### src/rtl/tapper_pkg.sv
package tapper_pkg;

	localparam int lane_count = 4;

	typedef logic [9:0] coord_t;   // Horizontal position
	typedef logic [1:0] lane_t;
	typedef logic [7:0] score_t;
	typedef logic [3:0] speed_t;   // Extra customer step per tick
	typedef logic [6:0] seg_t;     // gfedcba, active low

	// Lane geometry
	localparam coord_t cus_min_x = 10'd60;
	localparam coord_t cus_max_x = 10'd380;   // Bar line, cups leave from here
	localparam int customer_w = 20;

	// Base customer step per lane
	localparam speed_t lane_step [lane_count] = '{4'd3, 4'd2, 4'd1, 4'd1};

	// Tick periods in clocks
	localparam int cup_delay = 2;
	localparam int customer_delay = 40;
	localparam int cup_cnt_w = $clog2(cup_delay);
	localparam int cus_cnt_w = $clog2(customer_delay);

	// Level progression
	localparam score_t level_goal = 8'd12;
	localparam score_t win_score = 8'd36;
	localparam speed_t level_speed [3] = '{4'd1, 4'd5, 4'd10};
	localparam logic [2:0] level_lights [3] = '{3'd1, 3'd3, 3'd7};

	typedef enum logic [2:0] {
		start1,
		play1,
		start2,
		play2,
		start3,
		play3,
		won,
		lost
	} game_state_t;

	// Digit patterns 0 to 9
	localparam seg_t seg_digits [10] = '{
		7'b1000000,
		7'b1111001,
		7'b0100100,
		7'b0110000,
		7'b0011001,
		7'b0010010,
		7'b0000010,
		7'b1111000,
		7'b0000000,
		7'b0010000
	};

endpackage

### src/rtl/player_ctrl.sv
`timescale 1ns/1ns

module player_ctrl (
	input  logic              clk,
	input  logic              rst,
	input  logic [3:0]        key,
	input  logic              playing,
	output tapper_pkg::lane_t lane,
	output logic [3:0]        lane_onehot,
	output logic [3:0]        throw,
	output logic              start_press
);

	logic [3:0] key_prev;
	logic [3:0] key_fall;
	tapper_pkg::lane_t lane_next;

	// Keys are active low, so a press is a 1 to 0 step
	assign key_fall = key_prev & ~key;

	always_comb
	begin
		lane_next = lane;
		if (key_fall[2])
			lane_next = lane - 2'd1;   // Up, wraps 0 to 3
		else if (key_fall[3])
			lane_next = lane + 2'd1;   // Down, wraps 3 to 0
	end

	always_ff @(posedge clk or negedge rst)
	begin
		if (!rst)
		begin
			key_prev <= 4'b1111;
			lane <= '0;
			lane_onehot <= '0;
		end
		else
		begin
			key_prev <= key;
			lane <= lane_next;
			lane_onehot <= 4'b0001 << lane_next;   // Lights track the new lane
		end
	end

	// Key 0 serves as start in a pause and as throw during play
	always_ff @(posedge clk or negedge rst)
	begin
		if (!rst)
		begin
			throw <= '0;
			start_press <= 1'b0;
		end
		else
		begin
			throw <= (key_fall[0] && playing) ? (4'b0001 << lane) : 4'b0000;
			start_press <= key_fall[0] && !playing;
		end
	end

endmodule

### src/rtl/lane_unit.sv
`timescale 1ns/1ns

module lane_unit #(
	parameter int lane_idx = 0
) (
	input  logic               clk,
	input  logic               rst,
	input  logic               playing,
	input  logic               level_start,
	input  tapper_pkg::speed_t speed,
	input  logic               throw,
	output logic               served,
	output logic               reached
);

	logic [tapper_pkg::cup_cnt_w-1:0] cup_cnt;
	logic [tapper_pkg::cus_cnt_w-1:0] cus_cnt;
	logic cup_tick;
	logic cus_tick;
	tapper_pkg::coord_t cus_x;
	tapper_pkg::coord_t cup_x;
	tapper_pkg::coord_t cus_step;
	logic in_flight;
	logic hit;

	assign cup_tick = (cup_cnt == tapper_pkg::cup_delay - 1);
	assign cus_tick = (cus_cnt == tapper_pkg::customer_delay - 1);
	assign cus_step = tapper_pkg::coord_t'(tapper_pkg::lane_step[lane_idx])
		+ tapper_pkg::coord_t'(speed);

	// Cup has slid into the customer
	assign hit = in_flight && (cup_x <= cus_x + tapper_pkg::customer_w);

	always_ff @(posedge clk or negedge rst)
	begin
		if (!rst)
		begin
			cup_cnt <= '0;
			cus_cnt <= '0;
			cus_x <= tapper_pkg::cus_min_x;
			cup_x <= tapper_pkg::cus_max_x;
			in_flight <= 1'b0;
			served <= 1'b0;
			reached <= 1'b0;
		end
		else
		begin
			served <= 1'b0;
			reached <= 1'b0;
			if (level_start)
			begin
				cup_cnt <= '0;
				cus_cnt <= '0;
				cus_x <= tapper_pkg::cus_min_x;
				cup_x <= tapper_pkg::cus_max_x;
				in_flight <= 1'b0;
			end
			else if (playing)
			begin
				cup_cnt <= cup_tick ? '0 : cup_cnt + 1'b1;
				cus_cnt <= cus_tick ? '0 : cus_cnt + 1'b1;

				if (in_flight && cup_tick)
					cup_x <= cup_x - 10'd1;
				if (throw && !in_flight)
					in_flight <= 1'b1;   // Cup leaves from the bar line

				if (hit)
				begin
					// Serve wins over any move in this cycle
					served <= 1'b1;
					in_flight <= 1'b0;
					cup_x <= tapper_pkg::cus_max_x;
					cus_x <= tapper_pkg::cus_min_x;
				end
				else if (cus_tick)
				begin
					if (cus_x >= tapper_pkg::cus_max_x)
					begin
						reached <= 1'b1;
						cus_x <= tapper_pkg::cus_min_x;
					end
					else
						cus_x <= cus_x + cus_step;
				end
			end
		end
	end

endmodule

### src/rtl/level_ctrl.sv
`timescale 1ns/1ns

module level_ctrl (
	input  logic               clk,
	input  logic               rst,
	input  logic               start_press,
	input  logic [3:0]         served,
	input  logic [3:0]         reached,
	output logic               playing,
	output logic               level_start,
	output tapper_pkg::speed_t speed,
	output tapper_pkg::score_t score,
	output logic [2:0]         lights,
	output logic               won,
	output logic               lost
);

	tapper_pkg::game_state_t state;

	assign playing = (state == tapper_pkg::play1) || (state == tapper_pkg::play2)
		|| (state == tapper_pkg::play3);
	assign won = (state == tapper_pkg::won);
	assign lost = (state == tapper_pkg::lost);

	// Several lanes may serve in one cycle
	always_ff @(posedge clk or negedge rst)
	begin
		if (!rst)
			score <= '0;
		else
			score <= score + tapper_pkg::score_t'($countones(served));
	end

	always_ff @(posedge clk or negedge rst)
	begin
		if (!rst)
		begin
			state <= tapper_pkg::start1;
			level_start <= 1'b0;
			speed <= '0;
			lights <= '0;
		end
		else
		begin
			level_start <= 1'b0;
			if (playing && |reached)
				state <= tapper_pkg::lost;   // Customer got to the bar
			else
			begin
				case (state)
					tapper_pkg::start1:
						if (start_press)
						begin
							state <= tapper_pkg::play1;
							level_start <= 1'b1;
							speed <= tapper_pkg::level_speed[0];
							lights <= tapper_pkg::level_lights[0];
						end
					tapper_pkg::play1:
						if (score >= tapper_pkg::level_goal)
							state <= tapper_pkg::start2;
					tapper_pkg::start2:
						if (start_press)
						begin
							state <= tapper_pkg::play2;
							level_start <= 1'b1;
							speed <= tapper_pkg::level_speed[1];
							lights <= tapper_pkg::level_lights[1];
						end
					tapper_pkg::play2:
						if (score >= 2 * tapper_pkg::level_goal)
							state <= tapper_pkg::start3;
					tapper_pkg::start3:
						if (start_press)
						begin
							state <= tapper_pkg::play3;
							level_start <= 1'b1;
							speed <= tapper_pkg::level_speed[2];
							lights <= tapper_pkg::level_lights[2];
						end
					tapper_pkg::play3:
						if (score >= tapper_pkg::win_score)
							state <= tapper_pkg::won;
					default:
						state <= state;   // Won and lost hold until reset
				endcase
			end
		end
	end

endmodule

### src/rtl/score_display.sv
`timescale 1ns/1ns

module score_display (
	input  tapper_pkg::score_t score,
	output tapper_pkg::seg_t   hex0,
	output tapper_pkg::seg_t   hex1,
	output tapper_pkg::seg_t   hex2
);

	tapper_pkg::score_t rem;
	logic [3:0] hundreds;
	logic [3:0] tens;

	always_comb
	begin
		rem = score;
		hundreds = '0;
		tens = '0;
		// At most two hundreds in eight bits
		for (int i = 0; i < 2; i++)
		begin
			if (rem >= 8'd100)
			begin
				rem = rem - 8'd100;
				hundreds = hundreds + 4'd1;
			end
		end
		for (int i = 0; i < 9; i++)
		begin
			if (rem >= 8'd10)
			begin
				rem = rem - 8'd10;
				tens = tens + 4'd1;
			end
		end
	end

	assign hex0 = tapper_pkg::seg_digits[rem[3:0]];   // Units left over
	assign hex1 = tapper_pkg::seg_digits[tens];
	assign hex2 = tapper_pkg::seg_digits[hundreds];

endmodule

### src/rtl/tapper_top.sv
`timescale 1ns/1ns

module tapper_top (
	input  logic             clk,
	input  logic             rst,
	input  logic [3:0]       key,
	output tapper_pkg::seg_t hex0,
	output tapper_pkg::seg_t hex1,
	output tapper_pkg::seg_t hex2,
	output logic [9:0]       ledr
);

	logic [3:0] lane_onehot;
	logic [3:0] throw;
	logic start_press;
	logic playing;
	logic level_start;
	tapper_pkg::speed_t speed;
	tapper_pkg::score_t score;
	logic [2:0] lights;
	logic won;
	logic lost;
	logic [3:0] served;
	logic [3:0] reached;

	assign ledr = {lost, won, lane_onehot, 1'b0, lights};

	player_ctrl player_i (
		.clk         (clk),
		.rst         (rst),
		.key         (key),
		.playing     (playing),
		.lane        (),
		.lane_onehot (lane_onehot),
		.throw       (throw),
		.start_press (start_press)
	);

	for (genvar g = 0; g < tapper_pkg::lane_count; g++)
	begin : g_lane
		lane_unit #(.lane_idx(g)) lane_i (
			.clk         (clk),
			.rst         (rst),
			.playing     (playing),
			.level_start (level_start),
			.speed       (speed),
			.throw       (throw[g]),
			.served      (served[g]),
			.reached     (reached[g])
		);
	end

	level_ctrl level_i (
		.clk         (clk),
		.rst         (rst),
		.start_press (start_press),
		.served      (served),
		.reached     (reached),
		.playing     (playing),
		.level_start (level_start),
		.speed       (speed),
		.score       (score),
		.lights      (lights),
		.won         (won),
		.lost        (lost)
	);

	score_display display_i (
		.score (score),
		.hex0  (hex0),
		.hex1  (hex1),
		.hex2  (hex2)
	);

endmodule

### config.mk
export PLATFORM = sky130hd
export DESIGN_NAME = tapper_top
export DESIGN_NICKNAME = d
export VERILOG_FILES = /design/src/rtl/tapper_pkg.sv /design/src/rtl/player_ctrl.sv /design/src/rtl/lane_unit.sv /design/src/rtl/level_ctrl.sv /design/src/rtl/score_display.sv /design/src/rtl/tapper_top.sv
export SDC_FILE = /design/constraint.sdc
export NUM_CORES = 1
export LEC_CHECK = 0
export BUFFER_PORTS_ARGS = -buffer_cell sky130_fd_sc_hd__buf_4
export CELL_PAD_IN_SITES_DETAIL_PLACEMENT = 0
export CELL_PAD_IN_SITES_GLOBAL_PLACEMENT = 1
export CORE_MARGIN = 3
export CORE_UTILIZATION = 39
export DETAILED_ROUTE_END_ITERATION = 7
export PLACE_DENSITY = 0.7
export SLEW_MARGIN = 20
export SYNTH_ARGS = -nofsm -noshare
export SYNTH_HDL_FRONTEND = slang
export SYNTH_SLANG_ARGS = --single-unit
### constraint.sdc
create_clock -name clk -period 15.3 [get_ports clk]
set_input_delay 0.765 -clock clk [delete_from_list [all_inputs] [get_ports clk]]
set_output_delay 0.765 -clock clk [all_outputs]
set_load 0.01 [all_outputs]
==> results.cfg, run 1 <==
[sta]
fmax_mhz = 68.8
setup_viol = 0
fin_crit_ns = 14.53
tightest_slew_ns = 0.950
finalClockSkew_ns = 0.0128
final-hold-violation-count = 0
tns_ns = 0
slew_headroom_pct = 36.7
slew_viol_final = 0
finalCritPeriodShare_pct = 95.0

[placed_design]
port_buffers = 33
dpl.hpwl_um = 24600
dp_cells = 2094
globalplace.congestion = 0.852

[critical_path]
r2r_setup_slack_ns = 10.90
worstSetupStartpointType = register
cp.arrival_ns = 13.77
cp.required_ns = 14.53
slowest_delay_ns = 0.57
startpoint = level_i.score[3]
rr_startpoint = g_lane[2].lane_i.cus_x[2]
worst-setup-path-type = reg -> out
critPathCaptureType = primary output
crit_fanout = 12
slowest_stage = or4_4
path_common_cell = ha_1

[finish]
drive_above_1_share_pct = 17.0
fin_nets = 1828
antenna_cells = 0
final_cell_count_no_fill = 2153
fillerInstances = 3387
area_delta_synth_final_pct = 13.9

[clocking]
cts_inserted_buffers = 17
clockBufferDepth = 2
cts_tree = yes
clkLatencyLatePin_ns = 0.43
cts.sinks = 151
clk_pin_slew_ns = 0.07
htreeDepth = 4
ctsRootBufferMaster = clkbuf_16
cts_hold_buf = 0

[grt]
grt_pass1_wl_um = 55800
grt_max_degree = 86
grt_antenna_before_repair = 0
grt_overflow = 0
grt_usage_pct = 17.2
grt_pass1_vias = 11300

[yosys]
yosys_warnings = 0
synth-seq-cells = 151
synth_xor_area_share_pct = 8.10
async_flop_share_pct = 100
syn_area_per_cell_um2 = 8.50
synth_compound_area_share_pct = 21.8
ys_seq_area_share_pct = 27.9
synth.area.mux_share_pct = 2.86
ys_types = 118
synth_top_family_by_area = simple AND/OR/NAND/NOR gates
yosys.area_share.simple_pct = 22.0
synthAdderAreaFrac_pct = 12.8
synthFlopType = dfrtp_1
synth-edff-count = 0
synthCells = 1618
synth_area_mm2 = 0.0137

[floorplanning]
row_count = 68
core_area_mm2 = 0.0346
die_w_um = 194
ios = 37
dieArea_mm2 = 0.0375
die_h_um = 194
start_util_pct = 39.7

[routing]
via_per_inst = 5.48
vias = 11800
drt_iter0_drc = 587
drt-total-wl_um = 32900
wl_per_cell_um = 15.3
drcViolationCount = 0
drt_pass1_iterations = 7
antenna_left = 0

[flow_run]
cap_violations = 0

[min_path]
hp-class = in -> async

[outcome]
outcome = finished, final reports clean
[cell usage after synthesis (6+ instances only)]
cell,n,area share (%)
a211o_1,10,0.64
a211oi_1,10,0.55
a21o_1,13,0.71
a21oi_1,124,4.5
a31oi_1,20,0.91
and2_1,19,0.86
and3_1,23,1.0
and4_1,6,0.38
buf_2,14,0.51
buf_4,7,0.38
clkbuf_1,30,0.82
dfrtp_1,108,20
dfstp_2,43,8.2
fa_1,7,1.0
ha_1,130,12
inv_1,94,2.6
mux2_2,15,1.2
mux2i_1,17,1.2
nand2_1,145,4.0
nand2b_1,32,1.5
nand3_1,53,1.9
nand3b_1,10,0.55
nand4_1,25,1.1
nor2_1,129,3.5
nor2b_1,35,1.6
nor3_1,39,1.4
nor3b_1,7,0.38
nor4_1,11,0.50
nor4b_1,6,0.38
o2111ai_1,6,0.38
o211ai_1,7,0.38
o21a_1,11,0.60
o21ai_0,90,3.3
o21ai_1,7,0.25
o21bai_1,10,0.55
o22ai_1,11,0.50
o31ai_1,15,0.82
o32ai_1,6,0.38
or2_2,7,0.32
or3_1,12,0.55
or4_1,11,0.60
xnor2_1,70,4.5
xor2_1,49,3.1
[placed cells by master, fill, tap and decap left out, types with 7 or more instances in the layout]
master     Yosys  layout
nand2_1      145     141
ha_1         130     127
nor2_1       129     123
a21oi_1      124     123
dfrtp_1      108     107
buf_4          7     100
inv_1         94      91
o21ai_0       90      88
xnor2_1       70      68
nand3_1       53      52
xor2_1        49      49
dfstp_2       43      43
nor3_1        39      39
nor2b_1       35      33
nand2b_1      32      32
nand4_1       25      25
and3_1        23      23
a31oi_1       20      19
clkbuf_16      0      17
and2_1        19      16
o31ai_1       15      15
mux2i_1       17      14
a21o_1        13      13
or3_1         12      12
o22ai_1       11      11
o21a_1        11      11
nor4_1        11      11
nand3b_1      10      10
a211oi_1      10      10
or4_1         11      10
a211o_1       10      10
o21bai_1      10      10
mux2_2        15      10
o21ai_1        7       9
nor3b_1        7       7
or2_2          7       7
o211ai_1       7       7
fa_1           7       7
inv_6          0       7
[kinds of logic after synthesis]
| group | count (synthesis) |
|---|---|
| buffers and inverters | 153 |
| muxes | 36 |
| xor gates and xnor gates | 123 |
| DFF | 151 |
| adders and majority gates | 137 |
| and+or+nand+nor | 588 |
| other | 1 |
| AOI/OAI and AO/OA | 429 |
[layer usage]
layer / track usage, % / vias to the layer above / part of all wire [%]
met5: 0 / - / 0
met3: 1.56 / 22 / 1.9
li1: - / 5959 / -
met4: 3.32 / 0 / 0.91
met1: 24.2 / 5679 / 50
met2: 29.1 / 130 / 48
[cell type report]
cell class	instances	area, um^2	share of cell area [%]
Inverter	97	369	2.36
Clock inverter	15	158	1.01
Sequential cell	151	3830	24.5
Multi-Input combinational cell	1315	9510	60.8
Tap cell	455	569	3.64
Clock buffer	17	425	2.72
Timing Repair Buffer	103	788	5.03
[sequential cells by signal, indices dropped and copies added, names as in the netlist, 4 cells and up]
signal,cells
g_lane.lane_i.cus_cnt,24
g_lane.lane_i.reached,4
g_lane.lane_i.cup_x,40
g_lane.lane_i.in_flight,4
g_lane.lane_i.served,4
g_lane.lane_i.cup_cnt,4
g_lane.lane_i.cus_x,40
player_i.lane_onehot,4
level_i.score,8
player_i.throw,4
[critical path: cells and delay by family (launching register included)]
family | cells | cell delay (ns)
AND/OR/NAND/NOR | 30 | 4.84
adder cells (fa/ha/maj) | 12 | 2.43
multiplexers | 8 | 2.29
AO/OA/AOI/OAI | 11 | 2.13
buffers and inverters | 8 | 0.90
flip-flops | 1 | 0.39
XOR/XNOR | 3 | 0.37
[worst paths after layout]
path | depth (start not counted) | to
max | 72 | hex1[3]
min | 1 | player_i.lane_onehot[1]
max reg2reg | 19 | g_lane[2].lane_i.cus_x[6]
min reg2reg | 1 | g_lane[2].lane_i.cup_cnt
max in group asynchronous | 2 | level_i.score[2]
min in group clk | 1 | player_i.key_prev[0]
[per-stage QoR]
stage / worst slack, ns / util, % / hold WS [ns] / instance area (um^2)
final: 0.767 / 45.2 / 0.389 / 15700
after global placement: 0.217 / 42.3 / 0.435 / 14600
after floorplan: 0.167 / - / 0.451 / 13800
after global routing: -0.0684 / 45.2 / 0.427 / 15700
after detailed placement: -0.0550 / 42.3 / 0.449 / 14600
after CTS: 0.0268 / 44.2 / 0.426 / 15300
[timing repair]
| item | in CTS | in global routing |
|---|---|---|
| setup endpoints to repair | 13 | 14 |
| hold endpoints to repair | 0 | 0 |
| gates resized for setup | 11 | 46 |
| pin swaps | 3 | 11 |
| buffers inserted | 4 | 23 |
Power of run 1 is left out: the tool's default activity adds up to more than one toggle a clock period on the data nets, which glitch-free logic cannot reach.
==> run 2: changes to the inputs <==
- PLACE_DENSITY: 0.7 -> 0.67
- clock period: 15.3 -> 14.4 ns (I/O delays scaled with it)
==> results.cfg, run 2 (synthesized netlist as in run 1, its figures left out) <==
[placed_design]
globalplace.congestion = 0.813
port_buffers = 33
dpl.hpwl_um = 25400

[finish]
mostFrequentLayoutCells = 140 x nand2_1, 133 x buf_4, 124 x a21oi_1, 124 x ha_1, 122 x nor2_1
multi_input_area_mm2 = 0.00972
final_common_cell = nand2_1
drive_above_1_share_pct = 19.6
antenna_cells = 0
largestRegisters = g_lane.lane_i.cup_x: 40 flops, g_lane.lane_i.cus_x: 40 flops, g_lane.lane_i.cus_cnt: 24 flops
seq_area_mm2 = 0.00383
area_delta_synth_final_pct = 17.6
fin_nets = 1862
fillerInstances = 3373

[min_path]
hp-class = in -> async

[sta]
finalCritPeriodShare_pct = 95.7
slew_viol_final = 0
fin_crit_ns = 13.78
finalClockSkew_ns = 0.0115
final-hold-violation-count = 0
tightest_slew_ns = 0.973
fin_hold_ws_ns = 0.311
slew_headroom_pct = 35.0
fmax_mhz = 72.6
setup_viol = 0

[clocking]
htreeDepth = 4
clockBufferDepth = 2
ctsRootBufferMaster = clkbuf_16
cts_tree = yes
cts_inserted_buffers = 17
cts.sinks = 151
clk_pin_slew_ns = 0.07
cts_hold_buf = 0
clkLatencyLatePin_ns = 0.44

[floorplanning]
core_area_mm2 = 0.0346
die_h_um = 194
ios = 37
start_util_pct = 39.7
die_w_um = 194
dieArea_mm2 = 0.0375
row_count = 68

[critical_path]
slowest_delay_ns = 0.60
worst-setup-path-type = reg -> out
r2r_setup_slack_ns = 10.17
cp.arrival_ns = 13.06
rr_startpoint = g_lane[0].lane_i.cus_x[2]
critPathCaptureType = primary output
r2r_cells = 21
cp.required_ns = 13.68
slowest_stage = or4_4
worst_r2r_endpoint = g_lane[0].lane_i.cup_x[6]
path_common_cell = buf_4
worstSetupStartpointType = register
crit_fanout = 5

[routing]
drt-total-wl_um = 34400
drt_pass1_iterations = 5
antenna_left = 0
wl_per_cell_um = 15.7
vias = 12000
drcViolationCount = 0
drt_iter0_drc = 713
via_per_inst = 5.50

[grt]
grt_antenna_before_repair = 0
grt_max_degree = 79
grt_pass1_wl_um = 58600
grt_pass1_vias = 11600
grt_usage_pct = 18.1
grt_overflow = 0

[flow_run]
cap_violations = 0

[outcome]
outcome = finished, final reports clean
[run 2: critical path, delay by kind of cell (launching register included)]
kind | cells | cell delay [ns]
AOI/OAI and AO/OA | 14 | 2.58
xor gates and xnor gates | 2 | 0.23
adders and majority gates | 10 | 1.83
buffers and inverters | 17 | 1.92
DFF | 1 | 0.39
muxes | 7 | 2.01
and+or+nand+nor | 20 | 3.65
[run 2: timing repair]
action,in CTS,in global routing
pin swaps,11,31
endpoints found under the setup margin,14,14
endpoints found under the hold margin,0,0
buffers inserted,20,24
resized for setup,14,54
[run 2: how the worst max path moves through the flow]
stage / start / endpoint / cells after the start
after floorplan: level_i.score[3] / hex1[4] / 75
after global placement: level_i.score[3] / hex1[4] / 72
after detailed placement: level_i.score[3] / hex1[4] / 72
after CTS: level_i.score[3] / hex1[3] / 72
after global routing: level_i.score[3] / hex1[5] / 72
final: level_i.score[3] / hex1[4] / 70
[run 2: per-stage QoR]
stage	instances	area [um^2]	setup TNS (ns)	setup WS [ns]	utilization (%)
floorplan	1619	13800	0	0.0115	-
global placement	2112	14800	0	0.116	42.9
detailed placement	2112	14900	-0.385	-0.163	42.9
CTS	2164	15700	0	0.0136	45.4
global route	2187	16200	-0.755	-0.0983	46.7
finish	2187	16200	0	0.616	46.7
[run 2: metal layers]
layer	part of all wire (%)	GRT usage (%)	vias to the layer above
li1	-	-	6047
met3	2.1	1.95	31
met1	49	25.3	5795
met2	48	30.3	147
met4	1.3	4.39	0
met5	0	0	-
[run 2: final cells by class]
| type | count | share of cell area [%] |
|---|---|---|
| inverter | 97 | 2.27 |
| multi-input combinational | 1315 | 60.1 |
| clock buffer | 17 | 2.63 |
| clock inverter | 15 | 1.24 |
| timing repair buffer | 137 | 6.51 |
| tap | 455 | 3.52 |
| sequential | 151 | 23.7 |
Power of run 2 is left out for the same reason.
